$ cat src/source/lsu_pkg.sv
`default_nettype none

package lsu_pkg;

    localparam int XLEN        = 32;
    localparam int INST_W      = 32;
    localparam int PHY_W       = 8;
    localparam int SB_DEPTH    = 32;
    localparam int SB_IDX_W    = 5;
    localparam int NO_DEST_PHY = 160;  // Stores write no register

    typedef enum logic [1:0] {
        OP_NONE,
        OP_LOAD,
        OP_STORE
    } op_kind_e;

    typedef enum logic [1:0] {
        SZ_BYTE,
        SZ_HALF,
        SZ_WORD
    } mem_size_e;

    // Request as presented on the LSU port
    typedef struct packed {
        op_kind_e            kind;
        logic [2:0]          funct3;
        logic [PHY_W-1:0]    phy;
        logic [INST_W-1:0]   inst_num;
        logic [XLEN-1:0]     addr;
        logic [XLEN-1:0]     data;
    } lsu_req_t;

    typedef struct packed {
        op_kind_e            kind;
        mem_size_e           size;
        logic                is_signed;
        logic [PHY_W-1:0]    phy;
        logic [INST_W-1:0]   inst_num;
        logic [XLEN-1:0]     addr;
        logic [XLEN-1:0]     data;
    } mem_op_t;

    typedef struct packed {
        op_kind_e            kind;
        mem_size_e           size;
        logic                is_signed;
        logic [PHY_W-1:0]    phy;
        logic [INST_W-1:0]   inst_num;
        logic                hit;
        logic [XLEN-1:0]     data;  // Raw entry data, not yet extended
    } exe_out_t;

    typedef struct packed {
        logic [XLEN-1:0]     data;
        logic [PHY_W-1:0]    phy;
        logic [INST_W-1:0]   inst_num;
        logic                hit;
    } lsu_resp_t;

    typedef struct packed {
        logic                valid;
        logic [XLEN-1:0]     addr;
        logic [INST_W-1:0]   inst_num;
    } rob_commit_t;

endpackage

`default_nettype wire

$ cat src/source/lsu_decode.sv
`timescale 1ns/100ps
`default_nettype none

module lsu_decode (
    input  wire                  clk,
    input  wire                  rst_n,
    input  wire                  req,
    input  wire lsu_pkg::lsu_req_t mem_req,
    input  wire                  op_ready,
    output lsu_pkg::mem_op_t     op,
    output logic                 op_valid
);

    import lsu_pkg::*;

    logic      taken;       // Set for the whole req-high phase
    mem_size_e dec_size;
    logic      dec_signed;
    logic      new_req;

    assign new_req = req && !taken;

    // funct3[1:0] gives the width, funct3[2] marks unsigned loads
    always_comb begin
        case (mem_req.funct3[1:0])
            2'b00:   dec_size = SZ_BYTE;
            2'b01:   dec_size = SZ_HALF;
            default: dec_size = SZ_WORD;
        endcase
        dec_signed = (mem_req.kind == OP_LOAD) && !mem_req.funct3[2];
    end

    always_ff @(posedge clk) begin
        if (!rst_n) begin
            taken <= 1'b0;
        end else if (!req) begin
            taken <= 1'b0;
        end else if (new_req) begin
            taken <= 1'b1;
        end
    end

    always_ff @(posedge clk) begin
        if (!rst_n) begin
            op_valid <= 1'b0;
        end else if (new_req) begin
            op_valid <= 1'b1;
        end else if (op_valid && op_ready) begin
            op_valid <= 1'b0;  // Handed to execute
        end
    end

    // Payload is only looked at while op_valid is high
    always_ff @(posedge clk) begin
        if (new_req) begin
            op.kind      <= mem_req.kind;
            op.size      <= dec_size;
            op.is_signed <= dec_signed;
            op.phy       <= mem_req.phy;
            op.inst_num  <= mem_req.inst_num;
            op.addr      <= mem_req.addr;
            op.data      <= mem_req.data;
        end
    end

endmodule

`default_nettype wire

$ cat config.mk
export PLATFORM = sky130hd
export DESIGN_NAME = lsu_decode
export DESIGN_NICKNAME = d
export VERILOG_FILES = /design/src/source/lsu_pkg.sv /design/src/source/lsu_decode.sv
export SDC_FILE = /design/constraint.sdc
export NUM_CORES = 1
export LEC_CHECK = 0
export BUFFER_PORTS_ARGS = -buffer_cell sky130_fd_sc_hd__clkbuf_2
export CORE_UTILIZATION = 43
export CTS_BUF_LIST = sky130_fd_sc_hd__clkbuf_4 sky130_fd_sc_hd__clkbuf_8
export DETAILED_ROUTE_END_ITERATION = 12
export PLACE_DENSITY = 0.82
export SLEW_MARGIN = 25
export SYNTH_ARGS = -nofsm -noshare
export SYNTH_HDL_FRONTEND = slang
export SYNTH_SLANG_ARGS = --single-unit
$ cat constraint.sdc
create_clock -name clk -period 3.2 [get_ports clk]
set_input_delay 0.48 -clock clk [delete_from_list [all_inputs] [get_ports clk]]
set_output_delay 0.48 -clock clk [all_outputs]
set_load 0.01 [all_outputs]
==> results of run 1 <==
## synthesized netlist by cell type
| master | n |
|---|---|
| and2_2 | 1 |
| nor2b_4 | 1 |
| nor3b_1 | 1 |
| nor2b_1 | 2 |
| dfxtp_1 | 2 |
| o21a_1 | 1 |
| clkbuf_1 | 1 |
| edfxtp_1 | 109 |
## per-stage QoR
stage | total power [W] | utilization (%)
after floorplan | 0.00182 | -
after global placement | 0.00196 | 62.3
after detailed placement | 0.00197 | 62.3
after CTS | 0.00272 | 64.8
after global routing | 0.00279 | 64.8
final | 0.00269 | 64.8
## flip-flops by register name, indices dropped and copies added (netlist names)
name,flops
op_valid,1
op,109
taken,1
## worst max path at each step
stage,endpoint,slack [ns]
finish,op[94],1.82
global route,op[94],1.73
CTS,op[94],1.77
detailed placement,op[70],1.60
global placement,op[16],1.64
floorplan,op[0],0.64
## area by class of cell
cell class                      count  share of cell area [%]
Timing Repair Buffer              223                    23.6
Multi-Input combinational cell      6                    1.02
Clock buffer                       10                    2.74
Sequential cell                   111                    69.0
Clock inverter                      6                    1.07
Tap cell                           99                    2.58
## layer usage
layer	GRT usage (%)	vias up	wire length (microns)
met5	0	-	0
met2	32.0	122	3860
met4	10.8	0	280
met3	7.49	22	692
li1	-	939	-
met1	15.9	925	2280
## power breakdown
group	switching, W	leakage, nW	internal (W)	total [W]
Clock	0.000457	0.0966	0.000305	0.000762
Sequential	0.0000200	1.06	0.00169	0.00171
Combinational	0.000121	0.951	0.0000998	0.000221
## logic make-up (layout without fill, tap and decap cells)
family,count (synthesis),in the layout,share of synthesized area [%]
DFF,111,111,98.4
buffers and inverters,1,239,0.111
and+or+nand+nor,5,5,1.23
AOI/OAI and AO/OA,1,1,0.223
==> results.cfg, run 1 <==
[timing]
setup-tns-final_ns = 0
rsz0062_at_grt = false
fin_skew_ns = 0.0148
maxSlewHeadroom_pct = 63.4
min_period_ns = 1.38
setup_violations = 0
fin_hold_ws_ns = 0.286
fmax_ghz = 0.724
worstMarginPinSlew_ns = 0.549
fin_ws_ns = 1.82
drv_slew = 0
hold_viol_final = 0
period_share_pct = 43.2

[clock_network]
root_buffer = clkbuf_8
clock_path_buffers = 2
post_cts_resized = 0
cts_hold_buf = 0
post_cts_buffers = 0
clkSlewWorstSetupHoldPaths_ns = 0.11
worstSkewPairLatency_ns = 0.36
cts_buffers = 9
clock_tree.htree_level_count = 3
cts.sinks = 111
cts_tree = built

[worst_setup_path]
cpMaxStageDelayCell = edfxtp_1
worst-path-stages = 1
slowest_delay_ns = 0.40
crit_path_start_kind = register
rr_endpoint = op[48]
path_max_fanout = 1
rr_startpoint = taken
reg2reg_slack_ns = 1.85
endpoint_kind = output pin
crit_chain = clkbuf_2
critPathLaunch = op[94]
critPathTopFamily = flip-flops
critPathKind = reg2out
rr_worst_depth = 2
critPathBufInv = 1
critPathArrivalTime_ns = 0.90
cp.required_ns = 2.72

[yosys]
synthTopCellsByArea = edfxtp_1, dfxtp_1, nor2b_4, nor2b_1, and2_2
synth.ff_latch_count = 111
yosys_warnings = 0
avgSynthCellArea_sq_um = 28.5
synth_largest_area_cell = edfxtp_1
yosysTopAreaCellShare_pct = 97.2
syn_inst = 118
synth_seq_area_share_pct = 98.4
synth_area_sq_um = 3370
synth_nets = 231
synth_cell_types = 8

[power]
p_per_area_nw_per_um2 = 561
irDropWorstVdd_uv = 338
p_leak_nw = 2.11

[detailed_routing]
wirelength_mm = 7.12
via_count = 2008
route.detailed.drc = 0
dr.pass1.iters = 4
post_drt_wl_per_cell_microns = 15.6
drt-initial-drc-count = 76
vias_per_cell = 4.41
ant_nets = 0

[floorplanning]
row_count = 31
die_w_microns = 90.5
die-area_sq_um = 8180
initial_core_util_pct = 45.4
ioPinCount = 223
core_sq_um = 7410
die-height_microns = 90.5

[final_layout]
layout.nets = 464
final_common_cell = clkbuf_2
ff_latch_area_sq_um = 3310
fill_cells = 538
synthToLayoutAreaGrowth_pct = 42.6
fin_cells = 455
mostFrequentLayoutCells = clkbuf_2, edfxtp_1, clkbuf_8
multi_input_area_sq_um = 48.8
drive_gt1_share_pct = 67.7
antenna_cells = 0
fin_area_sq_um = 4800

[outcome]
outcome = finished, final reports clean

[flow_run]
max-cap-violations = 0

[global_routing]
grt_pass1_wl_mm = 10.5
grt_max_degree = 111
grt_usage_pct = 17.6
grt_pass1_vias = 2066
antenna_found_initial = 0
gr-total-overflow = 0

[placement]
port-buffer-count = 222
placed_area_sq_um = 4620
place_ws_ns = 1.60
place_congestion = 0.759
place_inst = 439

[min_path]
hold-path-endpoint = op[88]
hp-class = in2reg
hold_depth = 1
hold_start = mem_req[88]
No activity file was read; power rests on OpenSTA's default activity.
==> run 2: changes to the inputs <==
ABC_AREA = 1   (was unset)
clock period = 1.35 ns   (was 3.2 ns; I/O delays follow)
==> results.cfg, run 2 <==
[outcome]
outcome = finished, final reports clean

[timing]
fin_ws_ns = 0.189
min_period_ns = 1.16
maxSlewHeadroom_pct = 82.4
setup_violations = 0
hold_viol_final = 0
rsz0062_at_grt = false
fmax_ghz = 0.862
worstMarginPinSlew_ns = 0.264
period_share_pct = 86.0
setup-tns-final_ns = 0
drv_slew = 0
fin_skew_ns = 0.00818

[worst_setup_path]
cpMaxStageDelayCell = dfxtp_1
slowest_delay_ns = 0.31
path_max_fanout = 51
critPathArrivalTime_ns = 1.19
cp.required_ns = 1.38
crit_chain = inv_1, nand2_2, clkinvlp_4, buf_12
endpoint_kind = register
crit_path_start_kind = register
critPathKind = reg2reg

[final_layout]
largest_reg_flops = 109
fin_area_sq_um = 5220
regMostFlops = op
antenna_cells = 0
layout.nets = 509
mostFrequentLayoutCells = clkbuf_2, edfxtp_1, dlygate4sd3_1
fin_cells = 499
largestRegisters = op: 109 flops, op_valid: 1 flops, taken: 1 flops
synthToLayoutAreaGrowth_pct = 54.8
finish.utilization_pct = 70.4
final_common_cell = clkbuf_2
fill_cells = 492
drive_gt1_share_pct = 60.5

[global_routing]
grtUsageMet3_pct = 7.49
grt_pass1_vias = 2073
grt_pass1_wl_mm = 10.9
met1_usage_pct = 20.5
grt_usage_pct = 18.1
grtUsageMet2_pct = 31.2
grt_max_degree = 52
grt.busiest_layer = met2
gr-total-overflow = 0
antenna_found_initial = 0

[yosys]
ys.flop_type = edfxtp_1
synth_nets = 237
synth_largest_area_cell = edfxtp_1
yosys_warnings = 0
synth_cell_types = 8
synth-edff-count = 109
synth_area_sq_um = 3370
async_reset_ff_share_pct = 0
synth_seq_area_share_pct = 98.3
syn_inst = 124
avgSynthCellArea_sq_um = 27.2
synthTopCellsByArea = edfxtp_1, dfxtp_1, inv_1, nand2_1, a21oi_2
synth_common_cells = edfxtp_1, inv_1, nand2_1
synth_most_common_cell = edfxtp_1
synth.ff_latch_count = 111
yosysTopAreaCellShare_pct = 97.1

[placement]
place_ws_ns = 0.207
place_congestion = 0.717
port-buffer-count = 222
placed_area_sq_um = 4660
place_inst = 447
hpwl_mm = 5.63

[floorplanning]
core_sq_um = 7410
die-height_microns = 90.5
initial_core_util_pct = 45.5
die-area_sq_um = 8200
ioPinCount = 223
die_w_microns = 90.5
row_count = 31

[detailed_routing]
vias_per_cell = 4.46
route.detailed.drc = 0
drt-initial-drc-count = 66
ant_nets = 0
via_count = 2226
dr.pass1.iters = 4
wirelength_mm = 7.98
post_drt_wl_per_cell_microns = 16.0

[clock_network]
cts_tree = built
cts.sinks = 111
post_cts_resized = 0
clock_tree.htree_level_count = 3
cts_buffers = 9
clkSlewWorstSetupHoldPaths_ns = 0.09
post_cts_buffers = 0
worstSkewPairLatency_ns = 0.35
cts_hold_buf = 0
root_buffer = clkbuf_8
clock_path_buffers = 2

[min_path]
hp-class = in2reg

[power]
p_leak_nw = 2.30
p_per_area_nw_per_um2 = 1260
irDropWorstVdd_uv = 701

[flow_run]
max-cap-violations = 0
## run 2: cell count changes in the layout (fill, tap and decap cells not counted), sizes merged
cell	previous run	this run
dlygate4sd3	0	37
inv	3	6
nand2	0	3
nor2b	3	0
buf	1	3
clkinvlp	0	2
a21oi	0	1
and2	1	0
bufinv	0	1
clkinv	3	2
nor2	0	1
o21a	1	0
## run 2: cells by family (layout without fill, tap and decap cells)
| family | count (synthesis) | in the layout | share of synthesized area, % |
|---|---|---|---|
| simple gates | 5 | 5 | 0.668 |
| flops | 111 | 111 | 98.3 |
| compound gates | 1 | 1 | 0.260 |
| buf+inv | 7 | 283 | 0.779 |
## run 2: layer usage
metal	wire length (microns)	share of wire, %
met5	0	0
met4	102	1.3
met3	848	11
met2	4300	54
met1	2730	34
## run 2: where the power goes
group / internal (W) / leakage (nW) / switching, W
logic: 0.000314 / 1.14 / 0.000318
clock network: 0.000874 / 0.0938 / 0.00101
registers: 0.00400 / 1.06 / 0.0000491
total: 0.00519 / 2.30 / 0.00138
## run 2: cell type report
type | instances | area [sq um] | area share [%]
inverter | 6 | 26.3 | 0.504
sequential | 111 | 3310 | 63.5
timing repair buffer | 262 | 1530 | 29.3
tap | 99 | 124 | 2.37
clock buffer | 10 | 131 | 2.52
multi-input combinational | 6 | 33.8 | 0.648
clock inverter | 5 | 58.8 | 1.13
## run 2: through the flow
stage	total power, W	hold slack (ns)
finish	0.00657	0.0239
floorplan	0.00431	0.296
global route	0.00683	-0.00282
CTS	0.00653	0.00636
global placement	0.00465	0.380
detailed placement	0.00468	0.381
## run 2: critical path: cells and delay by family, from the launching register on
family        cells  cell delay (ns)
simple gates      1             0.07
buf+inv           3             0.43
flops             1             0.31
## run 2: worst paths after layout
path                from        to  slack, ns  depth (start not counted)
max                taken    op[84]       0.19                          4
min          mem_req[30]    op[30]       0.02                          1
max reg2reg        taken    op[84]       0.19                          4
min reg2reg     op_valid  op_valid       0.49                          2
