$ cat src/source/lsu_pkg.sv
`default_nettype none

package lsu_pkg;

    localparam int XLEN        = 32;
    localparam int INST_W      = 32;
    localparam int PHY_W       = 8;
    localparam int SB_DEPTH    = 32;
    localparam int SB_IDX_W    = 5;
    localparam int NO_DEST_PHY = 160;  // Stores write no register

    typedef enum logic [1:0] {
        OP_NONE,
        OP_LOAD,
        OP_STORE
    } op_kind_e;

    typedef enum logic [1:0] {
        SZ_BYTE,
        SZ_HALF,
        SZ_WORD
    } mem_size_e;

    // Request as presented on the LSU port
    typedef struct packed {
        op_kind_e            kind;
        logic [2:0]          funct3;
        logic [PHY_W-1:0]    phy;
        logic [INST_W-1:0]   inst_num;
        logic [XLEN-1:0]     addr;
        logic [XLEN-1:0]     data;
    } lsu_req_t;

    typedef struct packed {
        op_kind_e            kind;
        mem_size_e           size;
        logic                is_signed;
        logic [PHY_W-1:0]    phy;
        logic [INST_W-1:0]   inst_num;
        logic [XLEN-1:0]     addr;
        logic [XLEN-1:0]     data;
    } mem_op_t;

    typedef struct packed {
        op_kind_e            kind;
        mem_size_e           size;
        logic                is_signed;
        logic [PHY_W-1:0]    phy;
        logic [INST_W-1:0]   inst_num;
        logic                hit;
        logic [XLEN-1:0]     data;  // Raw entry data, not yet extended
    } exe_out_t;

    typedef struct packed {
        logic [XLEN-1:0]     data;
        logic [PHY_W-1:0]    phy;
        logic [INST_W-1:0]   inst_num;
        logic                hit;
    } lsu_resp_t;

    typedef struct packed {
        logic                valid;
        logic [XLEN-1:0]     addr;
        logic [INST_W-1:0]   inst_num;
    } rob_commit_t;

endpackage

`default_nettype wire

$ cat src/source/load_result.sv
`timescale 1ns/100ps
`default_nettype none

module load_result (
    input  wire                   clk,
    input  wire                   rst_n,
    input  wire                   req,
    input  wire lsu_pkg::exe_out_t exe,
    input  wire                   exe_valid,
    output lsu_pkg::lsu_resp_t    resp,
    output logic                  ack
);

    import lsu_pkg::*;

    logic [XLEN-1:0] ext_data;
    logic            fill;

    // Extension bit for the narrow loads
    always_comb begin
        fill     = 1'b0;
        ext_data = '0;
        if (exe.kind == OP_LOAD && exe.hit) begin
            case (exe.size)
                SZ_BYTE: begin
                    fill     = exe.is_signed && exe.data[7];
                    ext_data = {{(XLEN-8){fill}}, exe.data[7:0]};
                end
                SZ_HALF: begin
                    fill     = exe.is_signed && exe.data[15];
                    ext_data = {{(XLEN-16){fill}}, exe.data[15:0]};
                end
                default: ext_data = exe.data;
            endcase
        end
    end

    always_ff @(posedge clk) begin
        if (!rst_n) begin
            resp <= '0;
        end else if (exe_valid) begin
            resp.data     <= ext_data;
            resp.phy      <= exe.phy;
            resp.inst_num <= exe.inst_num;
            resp.hit      <= exe.hit;
        end
    end

    // Four-phase ack, drops once the requester lets go of req
    always_ff @(posedge clk) begin
        if (!rst_n) begin
            ack <= 1'b0;
        end else if (exe_valid) begin
            ack <= 1'b1;
        end else if (!req) begin
            ack <= 1'b0;
        end
    end

endmodule

`default_nettype wire

$ cat config.mk
export PLATFORM = sky130hd
export DESIGN_NAME = load_result
export DESIGN_NICKNAME = d
export VERILOG_FILES = /design/src/source/lsu_pkg.sv /design/src/source/load_result.sv
export SDC_FILE = /design/constraint.sdc
export NUM_CORES = 1
export LEC_CHECK = 0
export BUFFER_PORTS_ARGS = -buffer_cell sky130_fd_sc_hd__buf_4
export CAP_MARGIN = 25
export CORE_MARGIN = 10
export CORE_UTILIZATION = 40
export DETAILED_ROUTE_END_ITERATION = 10
export MAX_ROUTING_LAYER = met4
export PLACE_DENSITY = 0.69
export SLEW_MARGIN = 10
export SYNTH_ARGS = -nofsm -noshare
export SYNTH_HDL_FRONTEND = slang
export SYNTH_SLANG_ARGS = --single-unit
$ cat constraint.sdc
create_clock -name clk -period 1.3 [get_ports clk]
set_input_delay 0.065 -clock clk [delete_from_list [all_inputs] [get_ports clk]]
set_output_delay 0.065 -clock clk [all_outputs]
set_load 0.03 [all_outputs]
==> results of run 1 <==
-- layout make-up --
type,instances,area (sq um)
Fill cell,570,2360
Clock inverter,6,82.6
Timing Repair Buffer,207,1700
Sequential cell,74,1480
Multi-Input combinational cell,187,1370
Clock buffer,9,124
Tap cell,99,124
-- power by group through the flow --
| stage | Combinational, mW | Clock (mW) | Sequential (mW) |
|---|---|---|---|
| 2_1_floorplan | 0.286 | 0 | 2.62 |
| 3_3_place_gp | 0.851 | 0 | 2.45 |
| 3_5_place_dp | 0.862 | 0 | 2.45 |
| 4_1_cts | 0.974 | 1.93 | 2.40 |
| 5_1_grt | 1.04 | 2.03 | 2.41 |
| 6_report | 0.973 | 1.87 | 2.40 |
-- registers in the layout (all words and copies together), names as in the netlist --
register	count
ack	1
resp	73
-- timing repair --
| item | CTS | global route |
|---|---|---|
| hold buffers | 45 | 0 |
| endpoints found under the setup margin | 0 | 0 |
| endpoints found under the hold margin | 45 | 0 |
-- Yosys cell counts --
master,n,share of area
nand2_1,24,0.030
nand4bb_1,1,0.0038
buf_1,1,0.0013
a22oi_1,22,0.055
a21oi_1,9,0.015
a22oi_2,10,0.042
mux2_2,1,0.0038
nand2_2,1,0.0021
nor2b_1,58,0.12
and4b_1,1,0.0033
a22o_1,8,0.023
clkbuf_1,8,0.010
buf_2,10,0.017
mux2i_1,41,0.14
buf_4,1,0.0025
buf_6,4,0.015
dfxtp_1,74,0.50
o21ai_0,8,0.013
and2b_1,1,0.0025
nand3b_2,1,0.0038
and2_1,1,0.0021
-- per-layer routing --
metal | routed length (um) | vias to the layer above | GRT usage
met5 | 0 | - | -
met4 | 161 | 0 | 0.0580
met3 | 819 | 13 | 0.0658
met2 | 4210 | 121 | 0.251
met1 | 4100 | 1231 | 0.187
li1 | - | 1372 | -
-- tightest hold or removal path: cells and delay by family --
kind                   cells  cell delay (ns)
multiplexers               1             0.06
buffers and inverters      1             0.08
AND/OR/NAND/NOR            1             0.11
-- kinds of logic after synthesis --
| family | share of synthesized area |
|---|---|
| and+or+nand+nor | 0.169 |
| buffers and inverters | 0.0456 |
| muxes | 0.141 |
| DFF | 0.495 |
| AOI/OAI and AO/OA | 0.149 |
-- path summary, 6_finish.rpt --
kind,to,start,slack [ns]
worst min register to register,resp[60],resp[60],0.49
worst max-delay path,resp[64],exe[7],0.13
worst max register to register,resp[66],resp[66],0.57
worst min-delay path,resp[0],exe[32],0.01
-- per-stage QoR --
stage	TNS [ns]	hold slack, ns	power [mW]	area (sq um)	worst slack, ns
2_1_floorplan	0	0.226	2.91	2990	0.243
3_3_place_gp	-0.0910	0.318	3.30	4230	-0.0315
3_5_place_dp	-0.443	0.322	3.31	4230	-0.0504
4_1_cts	0	0.00113	5.31	4890	0.154
5_1_grt	0	0.0102	5.49	4890	0.109
6_report	0	0.00992	5.25	4890	0.127
==> metrics.txt, run 1 <==
I/O pins 156; die area 0.0113 sq mm; Max clock buf depth 2; sw frac 0.253; die width 106 um; Worst Hold Path Cells 3; Critical Path RT 1.50 ns; port bufs 155; CTS tree built; Vias 2737; # DRC 0; first-pass GRT wire length 14.7 mm; Final Util 0.674; Setup Crit Path Kind primary input to flop; CP Buf/Inv Count 3; Sequential Power Share 0.458; RSZ-0062 raised after global routing no; Slew Limit Headroom 0.727; CTS root buf clkbuf_8; H-tree levels 3; Max Cap Violations 0; nets@finish 561; CP Data Arrival Time 1.37 ns; period utilisation layout 0.902; clock power share 0.357; worst path cell trace dlygate4sd3_1 > buf_4 > mux2_2 > nand3b_2 > buf_12 > a22oi_1; routed vias/inst 4.70; Setup Skew 0 ns; post-DP HPWL 6.53 mm; Initial Util 0.412; placed cell count 522; worst r2r path cells 2; DRT iter0 DRCs 48; worst slew pin tran 0.407 ns; CTS clk-pin slew, worst paths 0.08 ns; post-synth cell types 21; register area share after synthesis 0.495; crit-path max FO 16; number of diodes 0; cell area after synthesis 0.00299 sq mm; layout cells sized above 1 0.393; Clock Latency Late Sink 0.33 ns; most frequent cells in the layout buf_4, dfxtp_1, nor2b_1; worst vdd ir 656 uV; critical path depth in cells 6; Total GRT Usage 0.163; Hold Fails Final Rpt 0; CP Capture Type flop; vias in the first global route 2929; largest net degree at the start of global routing 41; remaining global-route overflow 0; area added between synthesis and finish 63.5%; Final ANT Viol Nets 0; Psw 1.33 mW; Final min period 1.17 ns; Slowest-stage cell, CP dlygate4sd3_1; Avg Cell Area, Syn 10.5 sq um; fmax 853 MHz; Yosys reg bits 74; initial antenna violation count 0; CTS Sinks 74; Total Routed Length 9.29 mm; die height 106 um; Comb pwr share 0.185; commonest non-fill, non-tap cell in the layout buf_4; Max Slew Vio Count 0; Final Wtd Congestion 0.762; final setup vio count 0; Cell Pwr Density 1070 mW/mm^2; FP Rows 31; cell count after synthesis 285; Num CTS Buffers 9; Resize count post-CTS 0; Post-Syn Nets 367; Core Region 0.00725 sq mm; status finished clean; Critical Path Max Stage Delay 0.54 ns; Int Pwr 3.92 mW; Avg WL per Cell 16.0 um; P_leak 2.24 nW; CP delay by family, top buffers and inverters; yosys warns 0; postcts setup bufs 0; non-filler instance count after layout 582; CP Launch Type primary input; Hold Crit Class primary input to flop; drt pass-1 iters 4
Note: power is estimated with default switching activity, not from simulation.
==> inputs of run 2 (changes only) <==
CORE_UTILIZATION = 45   (was 40)
PLACE_DENSITY = 0.77   (was 0.69)
==> run 2 against run 1 <==
The flow now finishes with violations (hold timing). Critical path depth decreased by 5. Global-route usage grew 1.6 points. Clock skew did not move. Via count is 0.11% lower. First-iteration DRC count is 71% higher. Utilization up 6.9 points. Wire length increased by 0.19%. Maximum frequency up 25%. Critical path type is now flop to primary output. Largest power group unchanged.
==> metrics.txt, run 2 (synthesis gave the netlist of run 1 again) <==
first-pass GRT wire length 14.5 mm; die width 102 um; RSZ-0062 raised after global routing no; worst path cell trace buf_4; period utilisation layout 0.724; Critical Path RT 1.24 ns; failing checks hold timing; vias in the first global route 2942; Hold Fails Final Rpt 1; Hold Crit Class primary input to flop; Core Region 0.00639 sq mm; H-tree levels 3; Initial Util 0.468; Int Pwr 3.67 mW; DRT iter0 DRCs 82; P_leak 2.18 nW; Final Wtd Congestion 0.769; Final Util 0.743; Slowest-stage cell, CP dfxtp_1; CTS tree built; final setup margin 0.359 ns; crit path launch resp[71]; Largest regs resp: 73 flops, ack: 1 flops; crit-path max FO 3; Critical Path Max Stage Delay 0.37 ns; worst vdd ir 693 uV; CP Data Arrival Time 0.88 ns; FILL cells 442; Total Routed Length 9.31 mm; FF+latch area 0.00148 sq mm; Multi-input gate area 0.00137 sq mm; nets@finish 552; commonest non-fill, non-tap cell in the layout buf_4; CTS Sinks 74; most frequent cells in the layout buf_4, dfxtp_1, nor2b_1; drt pass-1 iters 4; Psw 1.31 mW; I/O pins 156; sw frac 0.263; Comb pwr share 0.191; FP Rows 29; Max clock buf depth 2; Max Slew Vio Count 0; largest net degree at the start of global routing 45; Num CTS Buffers 9; # DRC 0; pre-CTS setup slack 0.0760 ns; Max Cap Violations 0; worst setup path end resp[71]; area added between synthesis and finish 58.7%; clock power share 0.326; r2r setup slk 0.56 ns; Setup Crit Path Kind flop to primary output; CTS clk-pin slew, worst paths 0.07 ns; die height 102 um; Total GRT Usage 0.179; CP Capture Type primary output; CP Buf/Inv Count 1; remaining global-route overflow 0; Largest register FFs 73; Sequential Power Share 0.483; CP delay by family, top flip-flops; layout cells sized above 1 0.397; Setup Skew 0 ns; register with the most flip-flops resp; Final min period 0.941 ns; critical path depth in cells 1; critical register-to-register path startpoint resp[46]; Avg WL per Cell 16.9 um; CTS root buf clkbuf_8; worst r2r path cells 3; number of diodes 0; initial antenna violation count 0; post-DP HPWL 6.70 mm; Vias 2734; R2R Path End resp[46]; worst slew pin tran 0.407 ns; port bufs 155; Final ANT Viol Nets 0; Cell Pwr Density 1050 mW/mm^2; Slew Limit Headroom 0.728; Resize count post-CTS 0; final setup vio count 0; fmax 1060 MHz; die area 0.0103 sq mm; CP Launch Type flop; status complete, but fails checks; routed vias/inst 4.97; hold slack -0.00311 ns; Clock Latency Late Sink 0.33 ns; Sum Neg Setup Slack 0 ns
## run 2: cell count changes in the layout (fill, tap and decap cells not counted), sizes merged
| cell | delta |
|---|---|
| dlygate4sd3 | -8 |
| clkbuf | +3 |
| bufinv | -2 |
| clkinv | -2 |
| buf | -1 |
## run 2: per-stage QoR
stage,power [mW],instances,instance area [sq um]
after CTS,5.02,550,4740
final,4.98,550,4740
after global placement,3.30,499,4200
after floorplan,2.91,285,2990
after global routing,5.19,550,4740
after detailed placement,3.31,499,4200
## run 2: area by class of cell
class / count / share of cell area
clock inverter: 2 / 0.00264
tap: 77 / 0.0203
clock buffer: 12 / 0.0348
timing repair buffer: 198 / 0.341
sequential: 74 / 0.312
multi-input combinational: 187 / 0.289
## run 2: worst min-delay path by stage
stage,startpoint,to,slack (ns),cells after the start
6_report,exe[0],resp[41],-0.003,3
5_1_grt,exe[37],resp[5],0.006,3
4_1_cts,exe[66],resp[34],0.00004,3
3_5_place_dp,exe[1],resp[42],0.32,3
3_3_place_gp,exe[1],resp[42],0.31,3
2_1_floorplan,exe[0],resp[41],0.23,2
## run 2: routing by layer
metal | share of wire | global-route usage | wire, um
met1 | 0.42 | 0.209 | 3950
met2 | 0.46 | 0.271 | 4270
met3 | 0.10 | 0.0749 | 963
met4 | 0.013 | 0.0622 | 121
met5 | 0 | - | 0
## run 2: tightest hold or removal path, stage by stage
cell and delay [ns]:
buf_4 0.08, a21oi_1 0.05, nor2b_1 0.10
## run 2: repair_timing
| action | 4_1_cts | 5_1_grt |
|---|---|---|
| endpoints found under the setup margin | 0 | 0 |
| hold buffers | 37 | 0 |
| hold endpoints to repair | 37 | 0 |
| buffers inserted | 0 | 0 |
## run 2: power groups by stage
stage          Combinational (mW)  Clock [mW]  Sequential [mW]
6_report                    0.952        1.62             2.40
4_1_cts                     0.952        1.67             2.40
5_1_grt                      1.02        1.76             2.41
2_1_floorplan               0.286           0             2.62
3_5_place_dp                0.858           0             2.45
3_3_place_gp                0.846           0             2.45
==> inputs of run 3 (changes only) <==
clock period = 0.95 ns   (was 1.3 ns; I/O delays follow)
==> run 3 against run 2 <==
The run still ends with hold timing left. Flip-flop and latch count is the same. First-iteration DRC count decreased by 18%. Worst hold slack about the same. Global-route usage is 1.2 points higher. Final cell count increased by 2.7%. Register-to-register slack worse by 0.39 ns. Clock power rose by 64%. Critical path depth unchanged. Non-clock buffer count up 13. Largest power group unchanged. Wire length increased by 7.4%. Final area is 5.7% higher.
==> metrics.txt, run 3 (synthesis gave the netlist of run 1 again) <==
status complete, but fails checks; failing checks hold timing; Cell Area, Placed 0.00425 sq mm; Max Cap Violations 0; port bufs 155; CP Capture Type primary output; final setup vio count 0; Vias 2838; period utilisation layout 0.980; Sum Neg Setup Slack 0 ns; Setup Crit Path Kind flop to primary output; Top Metal Used met4; nets@finish 565; I/O pins 156; H-tree levels 3; post-DP HPWL 6.76 mm; Final Wtd Congestion 0.768; number of diodes 0; Max clock buf depth 2; Clock Latency Late Sink 0.34 ns; metal3 WL 1.12 mm; Slowest-stage cell, CP dfxtp_1; crit path launch resp[71]; largest net degree at the start of global routing 53; die area 0.0103 sq mm; Max Slew Vio Count 0; Final ANT Viol Nets 0; Num CTS Buffers 9; CTS clk-pin slew, worst paths 0.08 ns; first-pass GRT wire length 15.1 mm; Setup Skew 0 ns; CP Data Arrival Time 0.88 ns; Cell Pwr Density 1460 mW/mm^2; Critical Path Max Stage Delay 0.39 ns; final setup margin 0.0191 ns; die height 102 um; clock power share 0.363; CP Buf/Inv Count 1; sw frac 0.254; die width 102 um; FP Rows 29; Largest regs resp: 73 flops, ack: 1 flops; DRT iter0 DRCs 67; remaining global-route overflow 0; hold path start exe[40]; Initial Util 0.468; pre-CTS setup slack -0.0878 ns; Hold Fails Final Rpt 1; Sequential Power Share 0.450; CTS tree built; CP Launch Type flop; P_leak 2.30 nW; postcts setup bufs 0; area added between synthesis and finish 67.7%; worst path cell trace buf_6; Slew Limit Headroom 0.752; Avg WL per Cell 17.7 um; Int Pwr 5.48 mW; met2 wire len 4.61 mm; # DRC 0; critical register-to-register path startpoint resp[71]; CTS Sinks 74; worst vdd ir 1080 uV; fmax 1070 MHz; non-filler instance count after layout 565; FILL cells 382; Core Region 0.00639 sq mm; worst slew pin tran 0.372 ns; Total GRT Usage 0.191; commonest non-fill, non-tap cell in the layout buf_4; hold slack -0.00347 ns; layout cells sized above 1 0.414; routed vias/inst 5.02; Hold Crit Class primary input to flop; Final min period 0.931 ns; Total Routed Length 9.99 mm; CP delay by family, top flip-flops; Psw 1.86 mW; vias in the first global route 2996; CTS root buf clkbuf_8; fin area 0.00502 sq mm; WL met1 4.13 mm; Critical Path RT 0.90 ns; most frequent cells in the layout buf_4, dfxtp_1, nor2b_1; placed cell count 503; Largest register FFs 73; crit-path max FO 3; initial antenna violation count 0; register with the most flip-flops resp; drt pass-1 iters 4; Comb pwr share 0.187
-- run 3: per-stage QoR --
stage                     total power [mW]  utilization
final                                 7.34        0.785
after global routing                  7.64        0.785
after CTS                             7.34        0.772
after detailed placement              4.55        0.666
after global placement                4.53        0.666
after floorplan                       3.99            -
-- run 3: final cells by class --
class | count | area, sq um | share of cell area
flip-flops and latches | 74 | 1490 | 0.297
clock buffers | 10 | 138 | 0.0274
clock inverters | 6 | 80.1 | 0.0160
well taps | 77 | 96.3 | 0.0192
multi-input cells | 187 | 1390 | 0.277
repair buffers | 211 | 1820 | 0.364
-- run 3: power groups by stage --
stage | sequential, mW | clock, mW | combinational, mW
2_1_floorplan | 3.59 | 0 | 0.401
3_3_place_gp | 3.35 | 0 | 1.17
3_5_place_dp | 3.36 | 0 | 1.19
4_1_cts | 3.29 | 2.70 | 1.35
5_1_grt | 3.31 | 2.86 | 1.47
6_report | 3.30 | 2.66 | 1.38
-- run 3: path summary, 6_finish.rpt --
check / end / slack [ns] / depth (start not counted)
hold / removal: resp[8] / -0.003 / 3
setup / recovery: resp[71] / 0.02 / 1
hold reg to reg: resp[49] / 0.49 / 1
setup reg to reg: resp[71] / 0.17 / 2
-- run 3: repair_timing --
action                                  in CTS  in global routing
endpoints found under the setup margin       0                 22
gates resized for setup                      0                 27
hold buffers                                46                  0
endpoints found under the hold margin       46                  0
-- run 3: tightest hold or removal path: stages --
cell	delay (ns)
buf_4	0.08
mux2i_1	0.05
nor2b_1	0.12
-- run 3: per-layer routing --
metal	GRT usage	up-vias
met1	0.218	1299
met2	0.292	140
met5	-	-
met3	0.0865	12
met4	0.0579	0
li1	-	1387
